[src/rtl/hdmi_ctrl_cfg.svh]
`ifndef HDMI_CTRL_CFG_SVH
`define HDMI_CTRL_CFG_SVH

// power-up wait before the transmitter may be programmed, short for simulation
`define HDMI_STARTUP_CYCLES 32'd200
// console reset hold after a reset request
`define DC_RESET_CYCLES 32'd500
// control clocks per quarter of one scl bit
`define I2C_QUARTER_CYCLES 8'd4

// transmitter write address and register map
`define ADV_DEV_ADDR 8'h72
`define ADV_REG_POWER 8'h41
`define ADV_REG_CSC 8'h15
`define ADV_REG_REPEAT 8'h3B
`define ADV_REG_VIC 8'h3C
`define ADV_POWER_UP_VALUE 8'h10

`endif
[src/rtl/hdmi_ctrl_pkg.sv]
package hdmi_ctrl_pkg;

    // transmitter configuration as held by the decoder
    typedef struct packed {
        logic       color_space;
        logic [1:0] pixel_repeat;
        logic [6:0] vic;
    } adv_config_t;

    // rgb, no repeat, vic 2
    localparam adv_config_t ADV_CONFIG_DEFAULT = '{
        color_space:  1'b0,
        pixel_repeat: 2'd0,
        vic:          7'd2
    };

    // bit 7 clear, new video mode
    typedef struct packed {
        logic       is_setting;
        logic [6:0] vic;
    } reconf_mode_t;

    // bit 7 set, one field update
    typedef struct packed {
        logic       is_setting;
        logic [2:0] field;
        logic [3:0] value;
    } reconf_setting_t;

    typedef union packed {
        reconf_mode_t    mode;
        reconf_setting_t setting;
    } reconf_byte_u;

    typedef enum logic [2:0] {
        FIELD_COLOR_SPACE  = 3'd0,
        FIELD_PIXEL_REPEAT = 3'd1
    } reconf_field_e;

endpackage

[src/rtl/i2c_write_if.sv]
`timescale 1ns/100ps

interface i2c_write_if;

    logic       start;
    logic       busy;
    logic [7:0] dev_addr;
    logic [7:0] reg_addr;
    logic [7:0] data;
    logic       done;
    logic       nack;

    // request side, one register write at a time
    modport sequencer (
        output start, dev_addr, reg_addr, data,
        input  busy, done, nack
    );

    modport master (
        input  start, dev_addr, reg_addr, data,
        output busy, done, nack
    );

endinterface

[src/rtl/hdmi_ctrl_top.sv]
`timescale 1ns/100ps

module hdmi_ctrl_top import hdmi_ctrl_pkg::*; (
    input  logic       control_clock,
    input  logic       reset_dc_out,
    input  logic       video_ready,
    input  logic       rdempty,
    input  logic [7:0] fdata,
    output logic       rdreq,
    output logic       scl_oe,
    output logic       sda_oe,
    input  logic       sda_in,
    output logic       ready,
    output logic       dc_nreset
);

    adv_config_t adv_config;
    logic        config_changed;
    logic        startup_done;

    i2c_write_if i2c_bus ();

    //////////////////////////////
    // transmitter programming
    startup_delay startup_delay_inst (
        .control_clock (control_clock),
        .reset_dc_out  (reset_dc_out),
        .done          (startup_done)
    );

    reconf_decoder reconf_decoder_inst (
        .control_clock  (control_clock),
        .reset_dc_out   (reset_dc_out),
        .rdempty        (rdempty),
        .fdata          (fdata),
        .rdreq          (rdreq),
        .adv_config     (adv_config),
        .config_changed (config_changed)
    );

    adv_register_sequencer adv_register_sequencer_inst (
        .control_clock  (control_clock),
        .reset_dc_out   (reset_dc_out),
        .startup_done   (startup_done),
        .video_ready    (video_ready),
        .adv_config     (adv_config),
        .config_changed (config_changed),
        .bus            (i2c_bus.sequencer),
        .ready          (ready)
    );

    i2c_write_master i2c_write_master_inst (
        .control_clock (control_clock),
        .reset_dc_out  (reset_dc_out),
        .bus           (i2c_bus.master),
        .scl_oe        (scl_oe),
        .sda_oe        (sda_oe),
        .sda_in        (sda_in)
    );

    //////////////////////////////
    // console reset
    dc_reset_hold dc_reset_hold_inst (
        .control_clock (control_clock),
        .reset_dc_out  (reset_dc_out),
        .dc_nreset     (dc_nreset)
    );

endmodule

[src/rtl/dc_reset_hold.sv]
`timescale 1ns/100ps
`include "hdmi_ctrl_cfg.svh"

module dc_reset_hold (
    input  logic control_clock,
    input  logic reset_dc_out,
    output logic dc_nreset
);

    logic [31:0] count;

    always_ff @(posedge control_clock) begin
        if (reset_dc_out) begin
            count     <= 32'd0;
            dc_nreset <= 1'b0;
        end else if (count == `DC_RESET_CYCLES) begin
            // hold time reached, let the console run
            dc_nreset <= 1'b1;
        end else begin
            count <= count + 32'd1;
        end
    end

endmodule

[src/rtl/i2c_write_master.sv]
`timescale 1ns/100ps
`include "hdmi_ctrl_cfg.svh"

module i2c_write_master (
    input  logic        control_clock,
    input  logic        reset_dc_out,
    i2c_write_if.master bus,
    output logic        scl_oe,
    output logic        sda_oe,
    input  logic        sda_in
);

    localparam logic [1:0] ST_IDLE  = 2'd0;
    localparam logic [1:0] ST_START = 2'd1;
    localparam logic [1:0] ST_BIT   = 2'd2;
    localparam logic [1:0] ST_STOP  = 2'd3;

    logic [1:0]  state;
    logic [7:0]  qcount;
    logic [1:0]  quarter;
    // 0..7 data, 8 is the acknowledge slot
    logic [3:0]  bit_index;
    logic [1:0]  byte_index;
    logic [23:0] shift;
    logic        tick;
    logic        phase_end;
    logic        ack_slot;

    assign tick      = (qcount == `I2C_QUARTER_CYCLES - 8'd1);
    assign phase_end = tick && (quarter == 2'd3);
    assign ack_slot  = (bit_index == 4'd8);

    //////////////////////////////
    // bit timing and sequencing
    always_ff @(posedge control_clock) begin
        if (reset_dc_out) begin
            state      <= ST_IDLE;
            qcount     <= 8'd0;
            quarter    <= 2'd0;
            bit_index  <= 4'd0;
            byte_index <= 2'd0;
            bus.busy   <= 1'b0;
            bus.done   <= 1'b0;
            bus.nack   <= 1'b0;
        end else begin
            bus.done <= 1'b0;
            if (state == ST_IDLE) begin
                qcount  <= 8'd0;
                quarter <= 2'd0;
                if (bus.start) begin
                    shift      <= {bus.dev_addr, bus.reg_addr, bus.data};
                    bus.busy   <= 1'b1;
                    bus.nack   <= 1'b0;
                    bit_index  <= 4'd0;
                    byte_index <= 2'd0;
                    state      <= ST_START;
                end
            end else begin
                qcount <= tick ? 8'd0 : qcount + 8'd1;
                if (tick) begin
                    quarter <= quarter + 2'd1;
                end
                // middle of scl high
                if ((state == ST_BIT) && ack_slot && tick && (quarter == 2'd1)) begin
                    bus.nack <= sda_in;
                end
                if (phase_end) begin
                    case (state)
                        ST_START: state <= ST_BIT;
                        ST_BIT: begin
                            if (ack_slot) begin
                                bit_index <= 4'd0;
                                // give up on the first refused byte
                                if (bus.nack || (byte_index == 2'd2)) begin
                                    state <= ST_STOP;
                                end else begin
                                    byte_index <= byte_index + 2'd1;
                                end
                            end else begin
                                bit_index <= bit_index + 4'd1;
                                shift     <= {shift[22:0], 1'b0};
                            end
                        end
                        default: begin
                            state    <= ST_IDLE;
                            bus.busy <= 1'b0;
                            bus.done <= 1'b1;
                        end
                    endcase
                end
            end
        end
    end

    //////////////////////////////
    // open-drain line levels
    always_comb begin
        scl_oe = 1'b0;
        sda_oe = 1'b0;
        case (state)
            ST_START: begin
                sda_oe = (quarter != 2'd0);
                scl_oe = (quarter == 2'd3);
            end
            ST_BIT: begin
                scl_oe = (quarter == 2'd0) || (quarter == 2'd3);
                sda_oe = !ack_slot && !shift[23];
            end
            ST_STOP: begin
                scl_oe = (quarter == 2'd0);
                sda_oe = !quarter[1];
            end
            default: ;
        endcase
    end

endmodule

[src/rtl/adv_register_sequencer.sv]
`timescale 1ns/100ps
`include "hdmi_ctrl_cfg.svh"

module adv_register_sequencer import hdmi_ctrl_pkg::*; (
    input  logic          control_clock,
    input  logic          reset_dc_out,
    input  logic          startup_done,
    input  logic          video_ready,
    input  adv_config_t   adv_config,
    input  logic          config_changed,
    i2c_write_if.sequencer bus,
    output logic          ready
);

    localparam logic [1:0] S_IDLE  = 2'd0;
    localparam logic [1:0] S_START = 2'd1;
    localparam logic [1:0] S_BUSY  = 2'd2;
    localparam logic [1:0] S_READY = 2'd3;

    logic [1:0]  state;
    logic [1:0]  reg_index;
    adv_config_t sampled;
    logic        pending;
    logic        rewrite_due;
    logic        new_list;

    assign rewrite_due = pending || config_changed;

    // restart from the power write, sampling the current config
    assign new_list = ((state == S_IDLE) && startup_done && video_ready)
                   || ((state == S_BUSY) && bus.done && (bus.nack || rewrite_due))
                   || ((state == S_READY) && rewrite_due);

    assign bus.dev_addr = `ADV_DEV_ADDR;

    // register list
    always_comb begin
        case (reg_index)
            2'd0: begin
                bus.reg_addr = `ADV_REG_POWER;
                bus.data     = `ADV_POWER_UP_VALUE;
            end
            2'd1: begin
                bus.reg_addr = `ADV_REG_CSC;
                bus.data     = {7'd0, sampled.color_space};
            end
            2'd2: begin
                bus.reg_addr = `ADV_REG_REPEAT;
                bus.data     = {6'd0, sampled.pixel_repeat};
            end
            default: begin
                bus.reg_addr = `ADV_REG_VIC;
                bus.data     = {1'b0, sampled.vic};
            end
        endcase
    end

    always_ff @(posedge control_clock) begin
        if (reset_dc_out) begin
            state     <= S_IDLE;
            reg_index <= 2'd0;
            pending   <= 1'b0;
            ready     <= 1'b0;
            bus.start <= 1'b0;
        end else begin
            bus.start <= 1'b0;
            if (config_changed) begin
                pending <= 1'b1;
                ready   <= 1'b0;
            end
            if (new_list) begin
                sampled   <= adv_config;
                reg_index <= 2'd0;
                pending   <= 1'b0;
                state     <= S_START;
            end else begin
                case (state)
                    S_START: begin
                        if (!bus.busy) begin
                            bus.start <= 1'b1;
                            state     <= S_BUSY;
                        end
                    end
                    S_BUSY: begin
                        if (bus.done && (reg_index == 2'd3)) begin
                            ready <= 1'b1;
                            state <= S_READY;
                        end else if (bus.done) begin
                            reg_index <= reg_index + 2'd1;
                            state     <= S_START;
                        end
                    end
                    default: ;
                endcase
            end
        end
    end

endmodule

[src/rtl/reconf_decoder.sv]
`timescale 1ns/100ps

module reconf_decoder import hdmi_ctrl_pkg::*; (
    input  logic        control_clock,
    input  logic        reset_dc_out,
    input  logic        rdempty,
    input  logic [7:0]  fdata,
    output logic        rdreq,
    output adv_config_t adv_config,
    output logic        config_changed
);

    reconf_byte_u fdata_view;
    adv_config_t  next_config;
    // fifo word is on fdata this cycle
    logic         fdata_valid;

    assign fdata_view = fdata;

    always_comb begin
        next_config = adv_config;
        if (!fdata_view.mode.is_setting) begin
            next_config.vic = fdata_view.mode.vic;
        end else begin
            case (fdata_view.setting.field)
                FIELD_COLOR_SPACE:  next_config.color_space = fdata_view.setting.value[0];
                FIELD_PIXEL_REPEAT: next_config.pixel_repeat = fdata_view.setting.value[1:0];
                // unknown field numbers leave the config alone
                default: ;
            endcase
        end
    end

    always_ff @(posedge control_clock) begin
        if (reset_dc_out) begin
            rdreq          <= 1'b0;
            fdata_valid    <= 1'b0;
            adv_config     <= ADV_CONFIG_DEFAULT;
            config_changed <= 1'b0;
        end else begin
            // rdempty is stale while a request is out, so skip a cycle
            rdreq          <= !rdempty && !rdreq;
            fdata_valid    <= rdreq;
            config_changed <= fdata_valid && (next_config != adv_config);
            if (fdata_valid) begin
                adv_config <= next_config;
            end
        end
    end

endmodule

[src/rtl/startup_delay.sv]
`timescale 1ns/100ps
`include "hdmi_ctrl_cfg.svh"

module startup_delay (
    input  logic control_clock,
    input  logic reset_dc_out,
    output logic done
);

    // cycles left before the transmitter may be touched
    logic [31:0] remaining;

    always_ff @(posedge control_clock) begin
        if (reset_dc_out) begin
            remaining <= `HDMI_STARTUP_CYCLES;
            done      <= 1'b0;
        end else begin
            if (remaining != 32'd0) begin
                remaining <= remaining - 32'd1;
            end else begin
                // stays set until the next reset
                done <= 1'b1;
            end
        end
    end

endmodule

[config.mk]
export PLATFORM = sky130hd
export DESIGN_NAME = hdmi_ctrl_top
export DESIGN_NICKNAME = d
export VERILOG_FILES = /design/src/rtl/hdmi_ctrl_pkg.sv /design/src/rtl/i2c_write_if.sv /design/src/rtl/hdmi_ctrl_top.sv /design/src/rtl/dc_reset_hold.sv /design/src/rtl/i2c_write_master.sv /design/src/rtl/adv_register_sequencer.sv /design/src/rtl/reconf_decoder.sv /design/src/rtl/startup_delay.sv
export VERILOG_INCLUDE_DIRS = /design/src /design/src/rtl
export SDC_FILE = /design/constraint.sdc
export NUM_CORES = 1
export LEC_CHECK = 0
export BUFFER_PORTS_ARGS = -buffer_cell sky130_fd_sc_hd__buf_2
export CAP_MARGIN = 40
export CELL_PAD_IN_SITES_DETAIL_PLACEMENT = 1
export CELL_PAD_IN_SITES_GLOBAL_PLACEMENT = 2
export CORE_AREA = 2 2 156 158
export CTS_BUF_LIST = sky130_fd_sc_hd__clkbuf_16
export DETAILED_ROUTE_END_ITERATION = 8
export DIE_AREA = 0 0 158 160
export GPL_ROUTABILITY_DRIVEN = 0
export PLACE_DENSITY_LB_ADDON = 0.1
export RECOVER_POWER = 100
export SLEW_MARGIN = 20
export SYNTH_ARGS = -nofsm -noshare
export SYNTH_HDL_FRONTEND = slang
export SYNTH_HIERARCHICAL = 1
export SYNTH_SLANG_ARGS = --single-unit
[constraint.sdc]
create_clock -name control_clock -period 2.6 [get_ports control_clock]
set_clock_uncertainty 0.2 [all_clocks]
set_input_delay 0.26 -clock control_clock [delete_from_list [all_inputs] [get_ports control_clock]]
set_output_delay 0.26 -clock control_clock [all_outputs]
set_load 0.02 [all_outputs]
==> impl_metrics.csv <==
group,metric,value,unit
worst_setup_path,cp-end-kind,"flop",
grt,antenna_found_initial,0,
hold_path,hp-start,"reconf_decoder_inst/rdreq$_SDFF_PP0_",
timing,slew_headroom,-0.210,
synth,ys.flop_type,"dfxtp_1",
finish,fin_util,0.341,
worst_setup_path,worstSetupStartpointType,"flop",
worst_setup_path,rr_worst_depth,7,
worst_setup_path,reg2reg_slack,0.08,ns
pwr,p_sw,1.14,mW
placement,hpwlAfterDp,11300,µm
timing,worst_slew_pin_slew,1.82,ns
grt,top_usage_layer,"met2",
hold_path,min_to,"reconf_decoder_inst/rdreq$_SDFF_PP0_",
hold_path,whs_path_depth,1,
worst_setup_path,cp_data_required_time,2.69,ns
routing,post-route-drc-count,0,
synth,synth_compound_area_frac,0.115,
floorplanning,die_width,158,µm
clock_tree,clock_latency,0.42,ns
routing,vias_per_cell,4.85,
worst_setup_path,arrival,2.61,ns
synth,yosysUniqueCellTypes,82,
floorplanning,coreArea,0.0238,mm²
clock_tree,clk_pin_slew,0.06,ns
synth,synth_xor_area_frac,0.0466,
synth,synth_top_family_by_area,"simple AND/OR/NAND/NOR gates",
timing,hold_violations,0,
worst_setup_path,path_class,"reg -> reg",
grt,use_met3,0.0288,
floorplanning,die_area,0.0253,mm²
pwr,seq_power_share,0.483,
pwr,total_leakage_power,2.99,nW
floorplanning,rows,57,
clock_tree,cts_tree,"yes",
routing,drt_wl_total,16200,µm
grt,grt_pass1_vias,5521,
floorplanning,die_h,160,µm
clock_tree,cts_max_level,4,
floorplanning,initial_utilization,0.292,
finish,area_growth,17.0,%
timing,fin_crit_sh,0.970,
grt,gr-total-overflow,0,
status,outcome,"complete, but fails checks",
synth,ys_seq_area_frac,0.455,
synth,yosysTopAreaCellShare,0.308,
clock_tree,cts_root_buf,"clkbuf_16",
synth,synthSimpleGateAreaFrac,0.234,
hold_path,hp-class,"reg -> reg",
clock_tree,cts_buffer_depth,2,
worst_setup_path,rr_startpoint,"startup_delay_inst/remaining[1]$_SDFFE_PP0P_",
routing,drtPass1Iterations,4,
routing,antenna_left,0,
routing,routedWlPerCell,15.0,µm
pwr,p_clk_frac,0.476,
timing,slew_violations,35,
synth,synthTopCellsByArea,"dfxtp_1 (31%), edfxtp_1 (15%), mux2_2 (4.4%)",
timing,rsz0062_at_grt,"no",
finish,diodes,0,
timing,clock.fmax,397,MHz
synth,yosys.area_share.adder,0.0342,
worst_setup_path,r2r-end,"startup_delay_inst/remaining[6]$_SDFFE_PP1P_",
timing,fin_ws,0.0787,ns
floorplanning,pin_count,18,
synth,synth-edff-count,34,
routing,first_iter_violations,229,
synth,synthCells,692,
synth,synth_mux_area_frac,0.0670,
worst_setup_path,worstPathMaxFanout,8,
status,violations,"capacitance limit, slew limit",
grt,grt_first_pass_wirelength,27500,µm
placement,io_buffers,17,
run,cap_violations,1,
placement,dpl_worst_slack,-0.0763,ns
synth,synth_area,0.00695,mm²
pwr,p_sw_frac,0.241,
clock_tree,cts_made_buffers,17,
synth,yosysTopAreaCell,"dfxtp_1",
routing,vias,5235,
finish,fillerInstances,2734,
grt,grt_use_met2,0.225,
synth,syn_avg_cell_area,10.0,µm²
grt,grt_max_degree,35,
synth,ys_ff_latch,141,
finish,instances_no_fill,1080,
synth,async_reset_ff_frac,0,
placement,dp_cells,1036,
pwr,p_int,3.58,mW
timing,min_period,2.52,ns
grt,grt_use_met1,0.175,
pwr,power.density,580,mW/mm²
clock_tree,cts_sinks,141,
grt,grt_use_total,0.135,
synth,yosys_warnings,6,
pwr,p_comb_frac,0.040,
timing,setup_viol,0,
finish,drive_gt1_frac,0.180,
finish,nets,775,
pwr,vdd_drop_max,0.000270,V
cell usage in the layout (no fill, tap or decap), types with 4 or more instances in the layout:
master / Yosys / routed
dfxtp_1: 107 / 105
nor2_1: 62 / 61
a21oi_1: 40 / 40
edfxtp_1: 34 / 34
nand2_1: 30 / 30
buf_4: 15 / 30
mux2_2: 27 / 27
xor2_1: 27 / 27
inv_1: 24 / 24
or4_1: 24 / 23
nand3_1: 20 / 20
ha_1: 19 / 18
o31ai_1: 18 / 18
or3_1: 18 / 18
o21ai_0: 16 / 17
clkbuf_16: 0 / 17
mux2i_1: 15 / 15
nor4_1: 16 / 15
nand4_1: 11 / 12
dlygate4sd3_1: 0 / 11
buf_2: 4 / 11
xnor2_1: 10 / 10
nor3_1: 10 / 10
conb_1: 2 / 10
and2_1: 9 / 9
clkbuf_1: 15 / 8
or2_2: 7 / 7
nor2b_1: 7 / 7
and4_1: 5 / 6
nand2b_1: 6 / 6
clkinv_4: 0 / 5
and3_1: 5 / 5
nor3b_1: 4 / 5
o211ai_1: 5 / 5
o21ai_1: 6 / 5
nor4b_1: 4 / 4
a31oi_1: 4 / 4
o21a_1: 4 / 4
flip-flops by register name, indices dropped and copies added (netlist names), 2 cells and up:
name and count:
i2c_write_master_inst/qcount 8, i2c_write_master_inst/shift 24, i2c_write_master_inst/state 2, i2c_write_master_inst/quarter 2
adv_register_sequencer_inst/sampled 10, adv_register_sequencer_inst/state 2, adv_register_sequencer_inst/reg_index 2, dc_reset_hold_inst/count 32
startup_delay_inst/remaining 32, reconf_decoder_inst/adv_config 10, i2c_write_master_inst/bit_index 4, i2c_write_master_inst/byte_index 2
worst max-delay path, cell delays in order (launching register included):
cell and delay, ns:
dfxtp_1 0.33, inv_1 0.11, ha_4 0.14, or3b_4 0.41, or4_4 0.63, o21bai_4 0.20, nor4_2 0.05, or3_1 0.33
through the flow:
step                area (µm²)  total power, mW  hold slack (ns)   TNS, ns
CTS                       8180             4.81           0.0700         0
global route              8130             4.94            0.274         0
global placement          7510             2.49            0.223  -0.00298
detailed placement        7510             2.50            0.226    -0.305
finish                    8130             4.72            0.235         0
floorplan                 6980             2.44            0.132         0
how the worst max path moves through the flow:
stage | from | depth (start not counted) | endpoint
after floorplan | startup_delay_inst/remaining[4]$_SDFFE_PP0P_ | 7 | startup_delay_inst/remaining[6]$_SDFFE_PP1P_
after global placement | startup_delay_inst/remaining[0]$_SDFFE_PP0P_ | 8 | startup_delay_inst/remaining[28]$_SDFFE_PP0P_
after detailed placement | startup_delay_inst/remaining[0]$_SDFFE_PP0P_ | 8 | startup_delay_inst/remaining[30]$_SDFFE_PP0P_
after CTS | startup_delay_inst/remaining[4]$_SDFFE_PP0P_ | 6 | startup_delay_inst/remaining[29]$_SDFFE_PP0P_
after global routing | startup_delay_inst/remaining[0]$_SDFFE_PP0P_ | 7 | startup_delay_inst/remaining[6]$_SDFFE_PP1P_
final | startup_delay_inst/remaining[1]$_SDFFE_PP0P_ | 7 | startup_delay_inst/remaining[6]$_SDFFE_PP1P_
kinds of logic after synthesis:
family,after synthesis
and+or+nand+nor,269
adders and majority gates,19
muxes,43
xor gates and xnor gates,37
other,2
buffers and inverters,63
AOI/OAI and AO/OA,118
DFF,141
per-layer routing:
metal,wire length (µm),part of all wire
met3,252,0.016
met1,8050,0.50
met5,0,0
met4,151,0.0093
met2,7730,0.48
power groups by stage:
stage	registers [mW]	logic, mW	clock network, mW
2_1_floorplan	2.32	0.112	0
3_3_place_gp	2.32	0.167	0
3_5_place_dp	2.33	0.174	0
4_1_cts	2.28	0.189	2.35
5_1_grt	2.28	0.216	2.44
6_report	2.28	0.191	2.25
Yosys cell counts, types with 6 or more instances:
master    count
dfxtp_1     107
nor2_1       62
a21oi_1      40
edfxtp_1     34
nand2_1      30
mux2_2       27
xor2_1       27
inv_1        24
or4_1        24
nand3_1      20
ha_1         19
o31ai_1      18
or3_1        18
nor4_1       16
o21ai_0      16
buf_4        15
clkbuf_1     15
mux2i_1      15
nand4_1      11
nor3_1       10
xnor2_1      10
and2_1        9
nor2b_1       7
or2_2         7
nand2b_1      6
o21ai_1       6
area by class of cell:
type | count | area, µm² | area share
Timing Repair Buffer | 63 | 450 | 0.0554
Multi-Input combinational cell | 496 | 3480 | 0.428
Clock inverter | 15 | 116 | 0.0143
Inverter | 24 | 90.1 | 0.0111
Tap cell | 324 | 405 | 0.0499
Clock buffer | 17 | 425 | 0.0523
Sequential cell | 141 | 3170 | 0.389
timing repair:
item | in CTS | in global routing
buffers inserted | 0 | 1
pin swaps | 1 | 2
endpoints found under the hold margin | 14 | 0
hold buffers | 11 | 0
gates resized for setup | 4 | 8
endpoints found under the setup margin | 9 | 12
No activity file was read; power rests on OpenSTA's default activity.
